[src/logic/la_pkg.sv]
`default_nettype none

package la_pkg;

    localparam int SAMPLES_PER_WORD = 8;
    localparam int BURST_MAX        = 16;
    localparam int FIFO_DEPTH       = 32;
    localparam int BUF_DEPTH        = 256;

    typedef logic [5:0]  sample_t;    // one probe sample
    typedef logic [63:0] word_t;      // byte lane k holds sample k, lane 0 earliest
    typedef logic [7:0]  addr_t;      // buffer address or word pointer
    typedef logic [4:0]  len_t;       // burst length, 0..16

    typedef enum logic [1:0] {
        TRIG_NONE,
        TRIG_RISE,
        TRIG_FALL,
        TRIG_HIGH
    } trig_type_e;

    typedef enum logic [1:0] {
        REG_CTRL,
        REG_TRIG,
        REG_DIV,
        REG_LEN
    } cfg_addr_e;

    typedef struct packed {
        cfg_addr_e   addr;
        logic [15:0] data;
    } cfg_wr_t;

    typedef struct packed {
        trig_type_e  trig_type;
        logic [2:0]  trig_chan;
        logic [7:0]  div;         // sample every div+1 cycles
        addr_t       words;       // capture length in words
    } cfg_t;

    typedef struct packed {
        logic  en;
        addr_t addr;
        word_t data;
    } buf_wr_t;

    typedef enum logic [1:0] {W_IDLE, W_BURST, W_COMMIT} wr_state_e;
    typedef enum logic [1:0] {R_IDLE, R_BURST, R_DRAIN} rd_state_e;

endpackage

`default_nettype wire

[src/logic/la_readback.sv]
`default_nettype none

module la_readback (
    input  wire logic          clk_ip,
    input  wire logic          rst_n,
    input  wire logic          start,
    input  wire la_pkg::cfg_t  cfg,
    input  wire la_pkg::addr_t commit_ptr,
    output la_pkg::addr_t      rd_addr,
    input  wire la_pkg::word_t rd_word,
    output logic               out_valid,
    input  wire logic          out_ready,
    output la_pkg::word_t      out_data,
    output logic               out_last
);
    import la_pkg::*;

    rd_state_e state;
    addr_t     rd_ptr;       // next word to read
    addr_t     last_idx;     // word count latched at start
    len_t      beats;
    addr_t     avail;
    logic      out_free;
    logic      issue;
    logic      ret_valid;    // ram word arrives this cycle
    logic      ret_last;
    logic      skid_valid;
    logic      skid_last;
    word_t     skid_data;

    assign rd_addr  = rd_ptr;
    assign avail    = commit_ptr - rd_ptr;
    assign out_free = ~out_valid | out_ready;
    assign issue    = (state == R_BURST) & ~skid_valid & out_free;   // stall on back-pressure

    always_ff @(posedge clk_ip or negedge rst_n) begin
        if (!rst_n) begin
            state     <= R_IDLE;
            rd_ptr    <= '0;
            last_idx  <= '0;
            beats     <= '0;
            ret_valid <= 1'b0;
        end else if (start) begin
            state     <= R_IDLE;
            rd_ptr    <= '0;
            last_idx  <= cfg.words;
            ret_valid <= 1'b0;
        end else begin
            ret_valid <= issue;
            case (state)
                R_IDLE: begin
                    if (commit_ptr > rd_ptr) begin
                        beats <= (avail >= addr_t'(BURST_MAX)) ? len_t'(BURST_MAX)
                                                               : len_t'(avail);
                        state <= R_BURST;
                    end
                end
                R_BURST: begin
                    if (issue) begin
                        rd_ptr <= rd_ptr + 1'b1;
                        beats  <= beats - 1'b1;
                        if (beats == len_t'(1)) begin
                            state <= R_DRAIN;
                        end
                    end
                end
                R_DRAIN: begin
                    if (~ret_valid & ~skid_valid) begin
                        state <= R_IDLE;
                    end
                end
                default: begin
                    state <= R_IDLE;
                end
            endcase
        end
    end

    always_ff @(posedge clk_ip or negedge rst_n) begin
        if (!rst_n) begin
            out_valid  <= 1'b0;
            skid_valid <= 1'b0;
        end else if (start) begin
            out_valid  <= 1'b0;
            skid_valid <= 1'b0;
        end else if (out_free) begin
            out_valid  <= skid_valid | ret_valid;
            skid_valid <= 1'b0;
        end else if (ret_valid) begin
            skid_valid <= 1'b1;      // park returning word
        end
    end

    always_ff @(posedge clk_ip) begin
        ret_last <= (rd_ptr + 1'b1 == last_idx);
        if (out_free) begin
            out_data <= skid_valid ? skid_data : rd_word;
            out_last <= skid_valid ? skid_last : ret_last;
        end else if (ret_valid) begin
            skid_data <= rd_word;
            skid_last <= ret_last;
        end
    end

endmodule

`default_nettype wire

[config.mk]
export PLATFORM = sky130hd
export DESIGN_NAME = la_readback
export DESIGN_NICKNAME = d
export VERILOG_FILES = /design/src/logic/la_pkg.sv /design/src/logic/la_readback.sv
export SDC_FILE = /design/constraint.sdc
export NUM_CORES = 1
export LEC_CHECK = 0
export ABC_AREA = 1
export BUFFER_PORTS_ARGS = -buffer_cell sky130_fd_sc_hd__buf_2
export CELL_PAD_IN_SITES_DETAIL_PLACEMENT = 0
export CELL_PAD_IN_SITES_GLOBAL_PLACEMENT = 1
export CORE_ASPECT_RATIO = 1.75
export CORE_MARGIN = 2
export CORE_UTILIZATION = 38
export CTS_BUF_LIST = sky130_fd_sc_hd__clkbuf_8
export DETAILED_ROUTE_END_ITERATION = 10
export HOLD_SLACK_MARGIN = 0.02
export PLACE_DENSITY = 0.9
export SLEW_MARGIN = 5
export SYNTH_ARGS = -nofsm -noshare
export SYNTH_HDL_FRONTEND = slang
export SYNTH_SLANG_ARGS = --single-unit
export TNS_END_PERCENT = 5
[constraint.sdc]
create_clock -name clk_ip -period 4.83 [get_ports clk_ip]
set_clock_uncertainty 0.1 [all_clocks]
set_input_delay 0.966 -clock clk_ip [delete_from_list [all_inputs] [get_ports clk_ip]]
set_output_delay 0.966 -clock clk_ip [all_outputs]
set_load 0.005 [all_outputs]
# Word level (Yosys, flattened, before mapping)

Cells that the tools add are included.

$add $sub $neg: 3
Magnitude comparators: 2
Equality and inequality tests: 10
Muxes and demuxes: 21
Bitwise operators: 10
Reductions and logical operators: 10

Operators by type and width:

| kind                                                                                | number |
|---|---|
| 64-bit 2-to-1 mux                                                                   | 1 |
| 8-bit 2-to-1 mux                                                                    | 3 |
| 5-bit 2-to-1 mux                                                                    | 3 |
| 2-bit 2-to-1 mux                                                                    | 5 |
| 5-bit case mux with 2 select lines                                                  | 1 |
| 3-bit inequality test, second input constant                                        | 3 |
| 8-bit by 1-bit adder with 8-bit output, second input constant                       | 1 |
| 8-bit equality test                                                                 | 1 |
| 8-bit by 5-bit greater-or-equal comparator with 1-bit output, second input constant | 1 |
| 8-bit greater-than comparator                                                       | 1 |
| 4-bit AND reduction                                                                 | 2 |
| 2-bit nonzero test                                                                  | 4 |
| 8-bit subtractor                                                                    | 1 |
| 1-bit 2-to-1 mux                                                                    | 7 |
| 2-bit case mux with 3 select lines                                                  | 1 |
| 5-bit by 1-bit equality test with 1-bit output, second input constant               | 1 |
| 1-bit inverter                                                                      | 5 |
| 5-bit by 1-bit subtractor with 5-bit output, second input constant                  | 1 |
| 2-bit inequality test, second input constant                                        | 2 |
| 2-bit AND reduction                                                                 | 2 |
| 1-bit AND                                                                           | 3 |
| 3-bit by 2-bit inequality test with 1-bit output, second input constant             | 1 |
| 3-bit nonzero test                                                                  | 1 |
| 2-bit by 1-bit equality test with 1-bit output, second input constant               | 1 |
| other kinds (3)                                                                     | 4 |

Bits in registers: 157
Bits of input ports: 97
Output and inout port bits: 74
Word-level logic and storage cells: 68

# Logic depth before layout (Yosys ltp)

Gate-level depths: netlist (run 1).

Depth after elaboration: 6
Gate-level depth with buffers: 14
Mapped depth without buffers: 14

# Worst setup path after synthesis (run 1)

OpenSTA, ideal clock, no wires.

Path type: input-to-reg
Start: in out_ready
End: reg skid_data[0] (enable)
Library setup time: 0.488 ns
Data arrival time: 5.451 ns
Required time: 4.242 ns
Setup slack: -1.209 ns
Stages: 3
Buffers on the path: 0
Cell sequence: inv_1 > nand2_1 > nor2_1

Cells in the longest elaborated chain, start to end: 3

Ends and longest elaborated chain:

| item                                 | line               | source |
|---|---|---|
| start: declaration                   | la_readback.sv:12  | `input wire logic out_ready,` |
| 1-bit bitwise OR                     | la_readback.sv:33  | `assign out_free = ~out_valid \| out_ready;` |
| named net out_free                   | la_readback.sv:23  | `logic out_free;` |
| 1-bit inverter (no source line)      | n/a                |  |
| 2-bit AND reduction (no source line) | n/a                |  |
| end signal: assignment               | la_readback.sv:100 | `skid_data <= rd_word;` |
| end: declaration                     | la_readback.sv:29  | `word_t skid_data;` |

The timed path passes the listed nets, and every way through them passes these cells.
A chain may end at the register's enable or synchronous reset.

# Worst setup path after layout (run 1)

Start: in commit_ptr[0]
End: reg beats[2]

Cells in the longest elaborated chain, start to end: 5
Elaborated cells between the ends (all ways): 8
Those cells by class: 1 x add/sub; 2 x order compare; 1 x eq/ne; 3 x mux; 1 x reduce/logical

Ends and longest elaborated chain:

| item                                                         | line              | source |
|---|---|---|
| start: declaration                                           | la_readback.sv:8  | `input wire la_pkg::addr_t commit_ptr,` |
| 8-bit subtractor                                             | la_readback.sv:32 | `assign avail = commit_ptr - rd_ptr;` |
| 8-bit by 5-bit greater-or-equal comparator with 1-bit output | la_readback.sv:53 | `beats <= (avail >= addr_t'(BURST_MAX)) ? len_t'(BURST_MAX)` |
| 5-bit 2-to-1 mux                                             | la_readback.sv:53 |  |
| 5-bit 2-to-1 mux                                             | la_readback.sv:52 | `if (commit_ptr > rd_ptr) begin` |
| 5-bit case mux with 2 select lines                           | la_readback.sv:50 | `case (state)` |
| end signal: assignment                                       | la_readback.sv:53 |  |
| end signal: assignment                                       | la_readback.sv:61 | `beats <= beats - 1'b1;` |
| end: declaration                                             | la_readback.sv:21 | `len_t beats;` |

Several ways; a longest one is shown, not always the timed one. The select of a mux whose other input is x is not followed.

==> impl_results.md, run 1 <==
- Die area: 18,520 µm²
- Slew @ Worst Pin: 915.9 ps
- Number of global-route vias before repair: 4,644
- # IOs: 171
- Share of cells above drive strength 1: 0.2617
- FF-to-FF Start: rd_addr[0]
- GRT busiest layer: met2
- Routed length per instance: 14.28 µm
- Total grt overflow: 0
- Multi-input combinational cell area: 1814 µm²
- Max Fclk: 407.5 MHz
- First-iteration detailed-routing DRC count: 211
- M2 GR Usage: 0.3046
- Routed Antenna Nets: 0
- Root Buffer: clkbuf_8
- Slowest CP cell: fa_1
- Reg2reg end: beats[2]
- Max cap viols: 0
- Final instance area: 8133 µm²
- Area Growth Syn to Fin: 22.94%
- Final setup viols: 0
- Startpoint Class: primary input
- FF+latch count, synth: 157
- Dpl hpwl: 9992 µm
- Fillers: 1,632
- # hold bufs at CTS: 0
- Worst Reg-to-Reg Cells: 11
- First-pass GRT wire length: 23,030 µm
- Fin crit period: 2454 ps
- Core area: 17,030 µm²
- Synth warnings: 0
- Worst setup path startpoint: commit_ptr[0]
- CP delay by family, top: simple AND/OR/NAND/NOR gates
- Clock-pin slew on the worst setup and hold paths: 90 ps
- Total GRT Usage: 0.1615
- Pin count of the biggest net entering global routing: 69
- Met1 GRT Util: 0.1683
- Peak VDD IR: 0.1928 mV
- Unrepaired setup endpoints after global routing: false
- Crit path kind: in2reg
- Post-synthesis cell count: 615
- Post-layout util: 0.4777
- DRC: 0
- Antenna violations before repair: 2
- Distinct cells, synth: 37
- Placed inst area: 7669 µm²
- Starting Density: 0.3885
- Die width: 103.7 µm
- CP arrival: 2730 ps
- I/O Buffers: 157
- Mapped Area: 6615 µm²
- FF+latch area: 4576 µm²
- H-tree levels: 4
- Max_slew headroom: 0.3894
- Crit path required time: 5110 ps
- CP Buf/Inv Count: 3
- Leakage: 3.722 nW
- CTS tree: done
- Postcts setup bufs: 0
- Clock Latency Late Sink: 450 ps
- CP most frequent cell: nand2_1
- Crit path depth: 13
- Die height: 178.5 µm
- Cells after DPL: 987
- Number of nets in the layout: 888
- Setup_tns: 0 ps
- Longest Clk Path Bufs: 2
- Drt total wl: 14,570 µm
- Num CTS Buffers: 17
- Clock Sinks: 157
- Reg2Reg Setup Slack: 2490 ps
- Crit path to: beats[2]
- Register area share after synthesis: 0.6915
- Tcrit/Tclk final: 0.5080
- Final number of max-transition violations: 0
- Post_cts resized: 0
- Run status: finished clean
- Drt via density: 4.582
- CP Capture Type: flop
- CP cell instances: buf_2 -> inv_1 -> ha_1 -> fa_1 -> inv_1 -> nand2_1 -> nand2_1 -> nand3_2 -> nand3_1 -> nand2_1 -> nor2_2 -> nand3_1 -> a21oi_1
- Syn avg cell area: 10.76 µm²
- Row count: 63
- Critical path's largest stage delay: 390 ps
- Pwr/cell area: 402.8 nW/µm²
- Crit Path Max Fanout: 5
- Worst hold path type: reg2reg
- Non-Filler Instances: 1,020
- Routed vias: 4,674
- Syn_nets: 724
- Met3 usage: 0.04019
- RePlAce Congestion: 0.8170
- Final hold violations: 0
- DRT Pass-1 Iters: 4
==> layout by cell type (no fill, tap or decap), types with 2 or more instances in the layout <==
master,count
buf_2,157
o22ai_1,6
inv_1,44
nor2_1,31
nand2_2,2
edfxtp_1,130
clkinvlp_4,2
nor2_4,2
dfrtp_1,25
nor3_1,5
diode_2,2
xnor2_1,2
nand4_1,3
xor2_1,5
clkbuf_8,17
inv_2,3
o21ai_0,9
clkinv_2,2
clkinv_1,2
a21oi_1,12
nand2_1,272
nand3_1,19
bufinv_16,6
buf_4,4
ha_1,11
==> routing by layer <==
layer,share of wire,vias up
met4,0.030,0
met3,0.042,24
li1,-,2356
met1,0.38,2166
met2,0.55,128
met5,0,-
==> registers in the layout (all words and copies together) (netlist names) <==
register	cells
out_data	64
last_idx	8
skid_last	1
out_valid	1
skid_valid	1
beats	5
ret_valid	1
state	2
out_last	1
ret_last	1
rd_addr	8
skid_data	64
==> cell usage after synthesis <==
cell type | count | area (µm²)
nand2_1 | 273 | 1025
edfxtp_1 | 130 | 3904
inv_1 | 44 | 165.2
nor2_1 | 32 | 120.1
dfrtp_1 | 26 | 650.6
nand3_1 | 19 | 95.09
a21oi_1 | 12 | 60.06
clkbuf_1 | 12 | 45.04
ha_1 | 11 | 137.6
o21ai_0 | 9 | 45.04
o22ai_1 | 6 | 37.54
nor3_1 | 5 | 25.02
xor2_1 | 5 | 43.79
nand4_1 | 3 | 18.77
buf_1 | 2 | 7.510
buf_2 | 2 | 10.01
inv_2 | 2 | 7.510
nand2_2 | 2 | 12.51
xnor2_1 | 2 | 17.52
a21oi_2 | 1 | 8.760
a31o_2 | 1 | 8.760
a31oi_1 | 1 | 6.260
dfxtp_1 | 1 | 20.02
fa_1 | 1 | 20.02
inv_4 | 1 | 6.260
nand3_2 | 1 | 10.01
nand3_4 | 1 | 17.52
nand3b_1 | 1 | 7.510
nor2_2 | 1 | 6.260
nor2_4 | 1 | 11.26
nor4_1 | 1 | 6.260
o21ai_1 | 1 | 5.000
o21ai_2 | 1 | 8.760
o21bai_1 | 1 | 7.510
or2_2 | 1 | 6.260
or2_4 | 1 | 8.760
xnor3_1 | 1 | 22.52
==> worst reg2reg max path: cells and delay by family, from the launching register on <==
kind	cells	cell delay, ps
AND/OR/NAND/NOR	7	840
flip-flops	1	480
AO/OA/AOI/OAI	1	140
buffers and inverters	1	60
adder cells (fa/ha/maj)	2	640
==> worst min-delay path by stage <==
stage | slack, ps | endpoint | startpoint | cells after the start
final | 340 | skid_last | ret_last | 0
after global routing | 360 | skid_last | ret_last | 0
after CTS | 350 | skid_last | ret_last | 0
after detailed placement | 320 | skid_last | ret_last | 0
after global placement | 320 | skid_last | ret_last | 0
after floorplan | 310 | skid_last | ret_last | 0
==> kinds of logic (layout without fill, tap and decap cells) <==
logic type / count (synthesis) / count (layout) / synth area share
AOI/OAI and AO/OA: 33 / 33 / 0.02837
xor gates and xnor gates: 8 / 8 / 0.01267
adders and majority gates: 12 / 12 / 0.02383
buffers and inverters: 63 / 239 / 0.03651
DFF: 157 / 157 / 0.6915
other: 0 / 2 / 0
and+or+nand+nor: 342 / 342 / 0.2071
==> cell type report <==
class                           count  area share
Sequential cell                   157      0.5626
Inverter                           47     0.02200
Clock buffer                       17     0.02877
Multi-Input combinational cell    395      0.2231
Timing Repair Buffer              161      0.1003
Clock inverter                     14     0.02769
Antenna cell                        2   0.0006154
Tap cell                          227     0.03492
==> power by group <==
group	switching, mW	leakage (nW)	internal (mW)	total (mW)
logic	0.300	1.88	0.194	0.494
clock network	0.464	0.228	0.657	1.12
registers	0.0616	1.61	1.60	1.66
total	0.825	3.72	2.45	3.28
==> through the flow <==
step / setup WS [ps] / power, mW / hold slack [ps]
final: 2376 / 3.276 / 342.2
after global routing: 2205 / 3.452 / 363.5
after CTS: 2398 / 3.329 / 346.4
after detailed placement: 1893 / 2.193 / 319.9
after global placement: 1913 / 2.181 / 320.4
after floorplan: 628.7 / 1.986 / 308.6
Power figures use the tool's default switching activity.
==> inputs of run 2 (changes only) <==
Settings changed: ABC_AREA 1 to 0, CORE_UTILIZATION 38 to 45, PLACE_DENSITY 0.9 to 0.94.
Clock period 4.83 ns to 2.4 ns, I/O delays scaled along.
==> run 2 against run 1 <==
The flow now finishes with violations (negative setup slack). Via count is 15% lower. Synthesized area shrank 1.9%. Sequential share of layout area increased by 0.34 points. Worst setup slack worse by 2500 ps.
==> impl_results.md, run 2 <==
- Slew @ Worst Pin: 851.8 ps (was 915.9 ps)
- Placed inst area: 7689 µm² (was 7669 µm²)
- Clock-pin slew on the worst setup and hold paths: 90 ps (about the same)
- Synth Flop Type: edfxtp_1 (unchanged)
- Final setup viols: 4 (was 0)
- Failing checks: negative setup slack
- Tcrit/Tclk final: 1.056
- Final number of max-transition violations: 0 (unchanged)
- Mapped Area: 6489 µm² (was 6615 µm²)
- Die width: 94.77 µm (was 103.7 µm)
- Fin crit period: 2534 ps
- Pwr/cell area: 695.3 nW/µm² (was 402.8 nW/µm²)
- Area Growth Syn to Fin: 24.59% (was 22.94%)
- Antenna cell count: 0 (was 2)
- Core area: 14,220 µm² (was 17,030 µm²)
- First-pass GRT wire length: 20,730 µm (was 23,030 µm)
- Share of cells above drive strength 1: 0.5210 (was 0.2617)
- Max cap viols: 0 (unchanged)
- Final worst slack: -133.7 ps (was 2376 ps)
- DRC: 0 (unchanged)
- Num CTS Buffers: 17 (unchanged)
- Startpoint Class: flop (was primary input)
- Pin count of the biggest net entering global routing: 67 (was 69)
- Commonest non-fill, non-tap cell in the layout: buf_2 (was nand2_1)
- Synth warnings: 0 (unchanged)
- Fillers: 1,197 (was 1,632)
- Top-count cell post-synth: edfxtp_1 (was nand2_1)
- Starting Density: 0.4562 (was 0.3885)
- Post-synthesis cell count: 386 (was 615)
- Most frequent cells in the layout: buf_2 (157), edfxtp_1 (130), mux2_2 (73) (was nand2_1 (272), buf_2 (157), edfxtp_1 (130))
- CTS tree: done (unchanged)
- Register area share after synthesis: 0.7050 (was 0.6915)
- Number of synthesized flops with an enable pin: 130 (unchanged)
- Clock Latency Late Sink: 420 ps (was 450 ps)
- Antenna violations before repair: 0 (was 2)
- Distinct cells, synth: 56 (was 37)
- Tot Pwr: 5.621 mW (was 3.276 mW)
- Area leader, netlist: edfxtp_1 (unchanged)
- CP arrival: 2740 ps (was 2730 ps)
- Die height: 162.9 µm (was 178.5 µm)
- Top cell type's share of synthesized area: 0.6016 (was 0.5901)
- Worst hold path type: in2reg (was reg2reg)
- H-tree levels: 4 (unchanged)
- DRT Pass-1 Iters: 4 (unchanged)
- Max_slew headroom: 0.4321 (was 0.3894)
- Crit Path Max Fanout: 5 (unchanged)
- Syn avg cell area: 16.81 µm² (was 10.76 µm²)
- Final instance area: 8084 µm² (was 8133 µm²)
- Crit path required time: 2600 ps (was 5110 ps)
- Routed length per instance: 17.23 µm (was 14.28 µm)
- Drt total wl: 13,350 µm (was 14,570 µm)
- First-iteration detailed-routing DRC count: 141 (was 211)
- Cells after DPL: 741 (was 987)
- Leakage: 3.240 nW (was 3.722 nW)
- CP Capture Type: flop (unchanged)
- Drt via density: 5.111 (was 4.582)
- Routed vias: 3,961 (was 4,674)
- I/O Buffers: 157 (unchanged)
- Peak VDD IR: 0.2998 mV (was 0.1928 mV)
- Die area: 15,430 µm² (was 18,520 µm²)
- Clock Sinks: 157 (unchanged)
- Commonest cells post-synth: edfxtp_1 (130), mux2_2 (73), dfrtp_1 (26) (was nand2_1 (273), edfxtp_1 (130), inv_1 (44))
- Crit path kind: reg2reg (was in2reg)
- # IOs: 171 (unchanged)
- FFs w/ async S/R, synth: 0.1656 (unchanged)
- RePlAce Congestion: 0.9123 (was 0.8170)
- Unrepaired setup endpoints after global routing: true (was false)
- Routed Antenna Nets: 0 (unchanged)
- Number of global-route vias before repair: 4,177 (was 4,644)
- Number of nets in the layout: 691 (was 888)
- Dpl hpwl: 9761 µm (was 9992 µm)
- Max Fclk: 394.7 MHz
- Total GRT Usage: 0.1760 (was 0.1615)
- Root Buffer: clkbuf_8 (unchanged)
- Largest cells by area after synthesis: edfxtp_1 (60%), mux2_2 (13%), dfrtp_1 (10%) (was edfxtp_1 (59%), nand2_1 (15%), dfrtp_1 (9.8%))
- Final hold violations: 0 (unchanged)
- Total grt overflow: 0 (unchanged)
- Non-Filler Instances: 775 (was 1,020)
- FF+latch count, synth: 157 (unchanged)
- Row count: 58 (was 63)
- Top flop regs: out_data (64), skid_data (64) (unchanged)
- Reg2Reg Setup Slack: -130 ps (was 2490 ps)
- Run status: finished with violations (was finished clean)
- Longest Clk Path Bufs: 2 (unchanged)
- Syn_nets: 495 (was 724)
-- run 2: cell types whose count changed after synthesis, moves of 3 or more --
cell and change:
a21oi_1 -4, a221o_1 +3, and3_1 +4, clkbuf_1 -4
inv_1 -29, mux2_2 +73, nand2_1 -259, nand3_1 -18
nor2_1 -18, o21ai_0 -8, o22ai_1 -6, xnor2_1 +15
-- run 2: through the flow --
step	setup slack (ps)	utilization	hold WS (ps)	setup TNS (ps)
3_5_place_dp	-363.0	0.5406	324.5	-1667
2_1_floorplan	-128.0	-	84.41	-8712
6_report	-133.7	0.5684	134.0	-402.0
4_1_cts	-108.4	0.5684	91.73	-297.0
5_1_grt	-233.6	0.5684	89.00	-1036
3_3_place_gp	-274.2	0.5406	317.7	-1268
-- run 2: kinds of logic (layout without fill, tap and decap cells) --
logic type | Yosys count | in the layout | share of synthesized area
muxes | 73 | 73 | 0.1267
and+or+nand+nor | 61 | 61 | 0.05476
AOI/OAI and AO/OA | 34 | 34 | 0.04107
DFF | 157 | 157 | 0.7050
xor gates and xnor gates | 22 | 22 | 0.02969
buffers and inverters | 27 | 236 | 0.01851
adders and majority gates | 12 | 12 | 0.02430
-- run 2: what timing repair did --
| item | CTS | global route |
|---|---|---|
| gates cloned | 0 | 0 |
| endpoints found under the setup margin | 5 | 5 |
| pin swaps | 6 | 0 |
| buffers inserted | 1 | 0 |
| resized for setup | 5 | 0 |
| hold buffers | 1 | 0 |
| hold endpoints to repair | 26 | 0 |
-- run 2: layer usage --
layer  share of wire  wire length [µm]  up-vias  GRT usage
met5               0                 0        -          0
met4           0.022               299        0    0.07115
met3           0.066               879       18    0.06016
met2            0.54              7148      132     0.3101
met1            0.38              5026     1940     0.1897
li1                -                 -     1871          -
-- run 2: where the power goes --
group	leakage (nW)	internal [mW]	total (mW)	switching, mW
logic	1.44	0.332	0.652	0.320
registers	1.61	3.10	3.18	0.0803
clock network	0.182	0.751	1.79	1.04
-- run 2: area by class of cell --
type,instances,area [µm²],share of cell area
Inverter,15,56.30,0.006965
Sequential cell,157,4576,0.5660
Multi-Input combinational cell,202,1808,0.2236
Clock buffer,17,234.0,0.02894
Clock inverter,15,131.4,0.01625
Tap cell,180,225.2,0.02786
Timing Repair Buffer,189,1054,0.1303
-- run 2: final timing paths --
| path | startpoint | to | cells after the start |
|---|---|---|---|
| max in group asynchronous | rst_n | skid_valid | 2 |
| min | rd_word[48] | skid_data[48] | 1 |
| min in group asynchronous | rst_n | rd_addr[5] | 2 |
| max reg2reg | rd_addr[0] | beats[2] | 8 |
| max | rd_addr[0] | beats[2] | 8 |
| min reg2reg | ret_last | skid_last | 0 |
-- run 2: critical path, cell delays in order, from the launching register on --
cell      delay [ps]
dfrtp_1          400
ha_2             210
fa_2             190
and2b_2          250
o2111a_1         270
o31a_1           250
o211ai_1         260
nor4_4           110
a221o_1          370
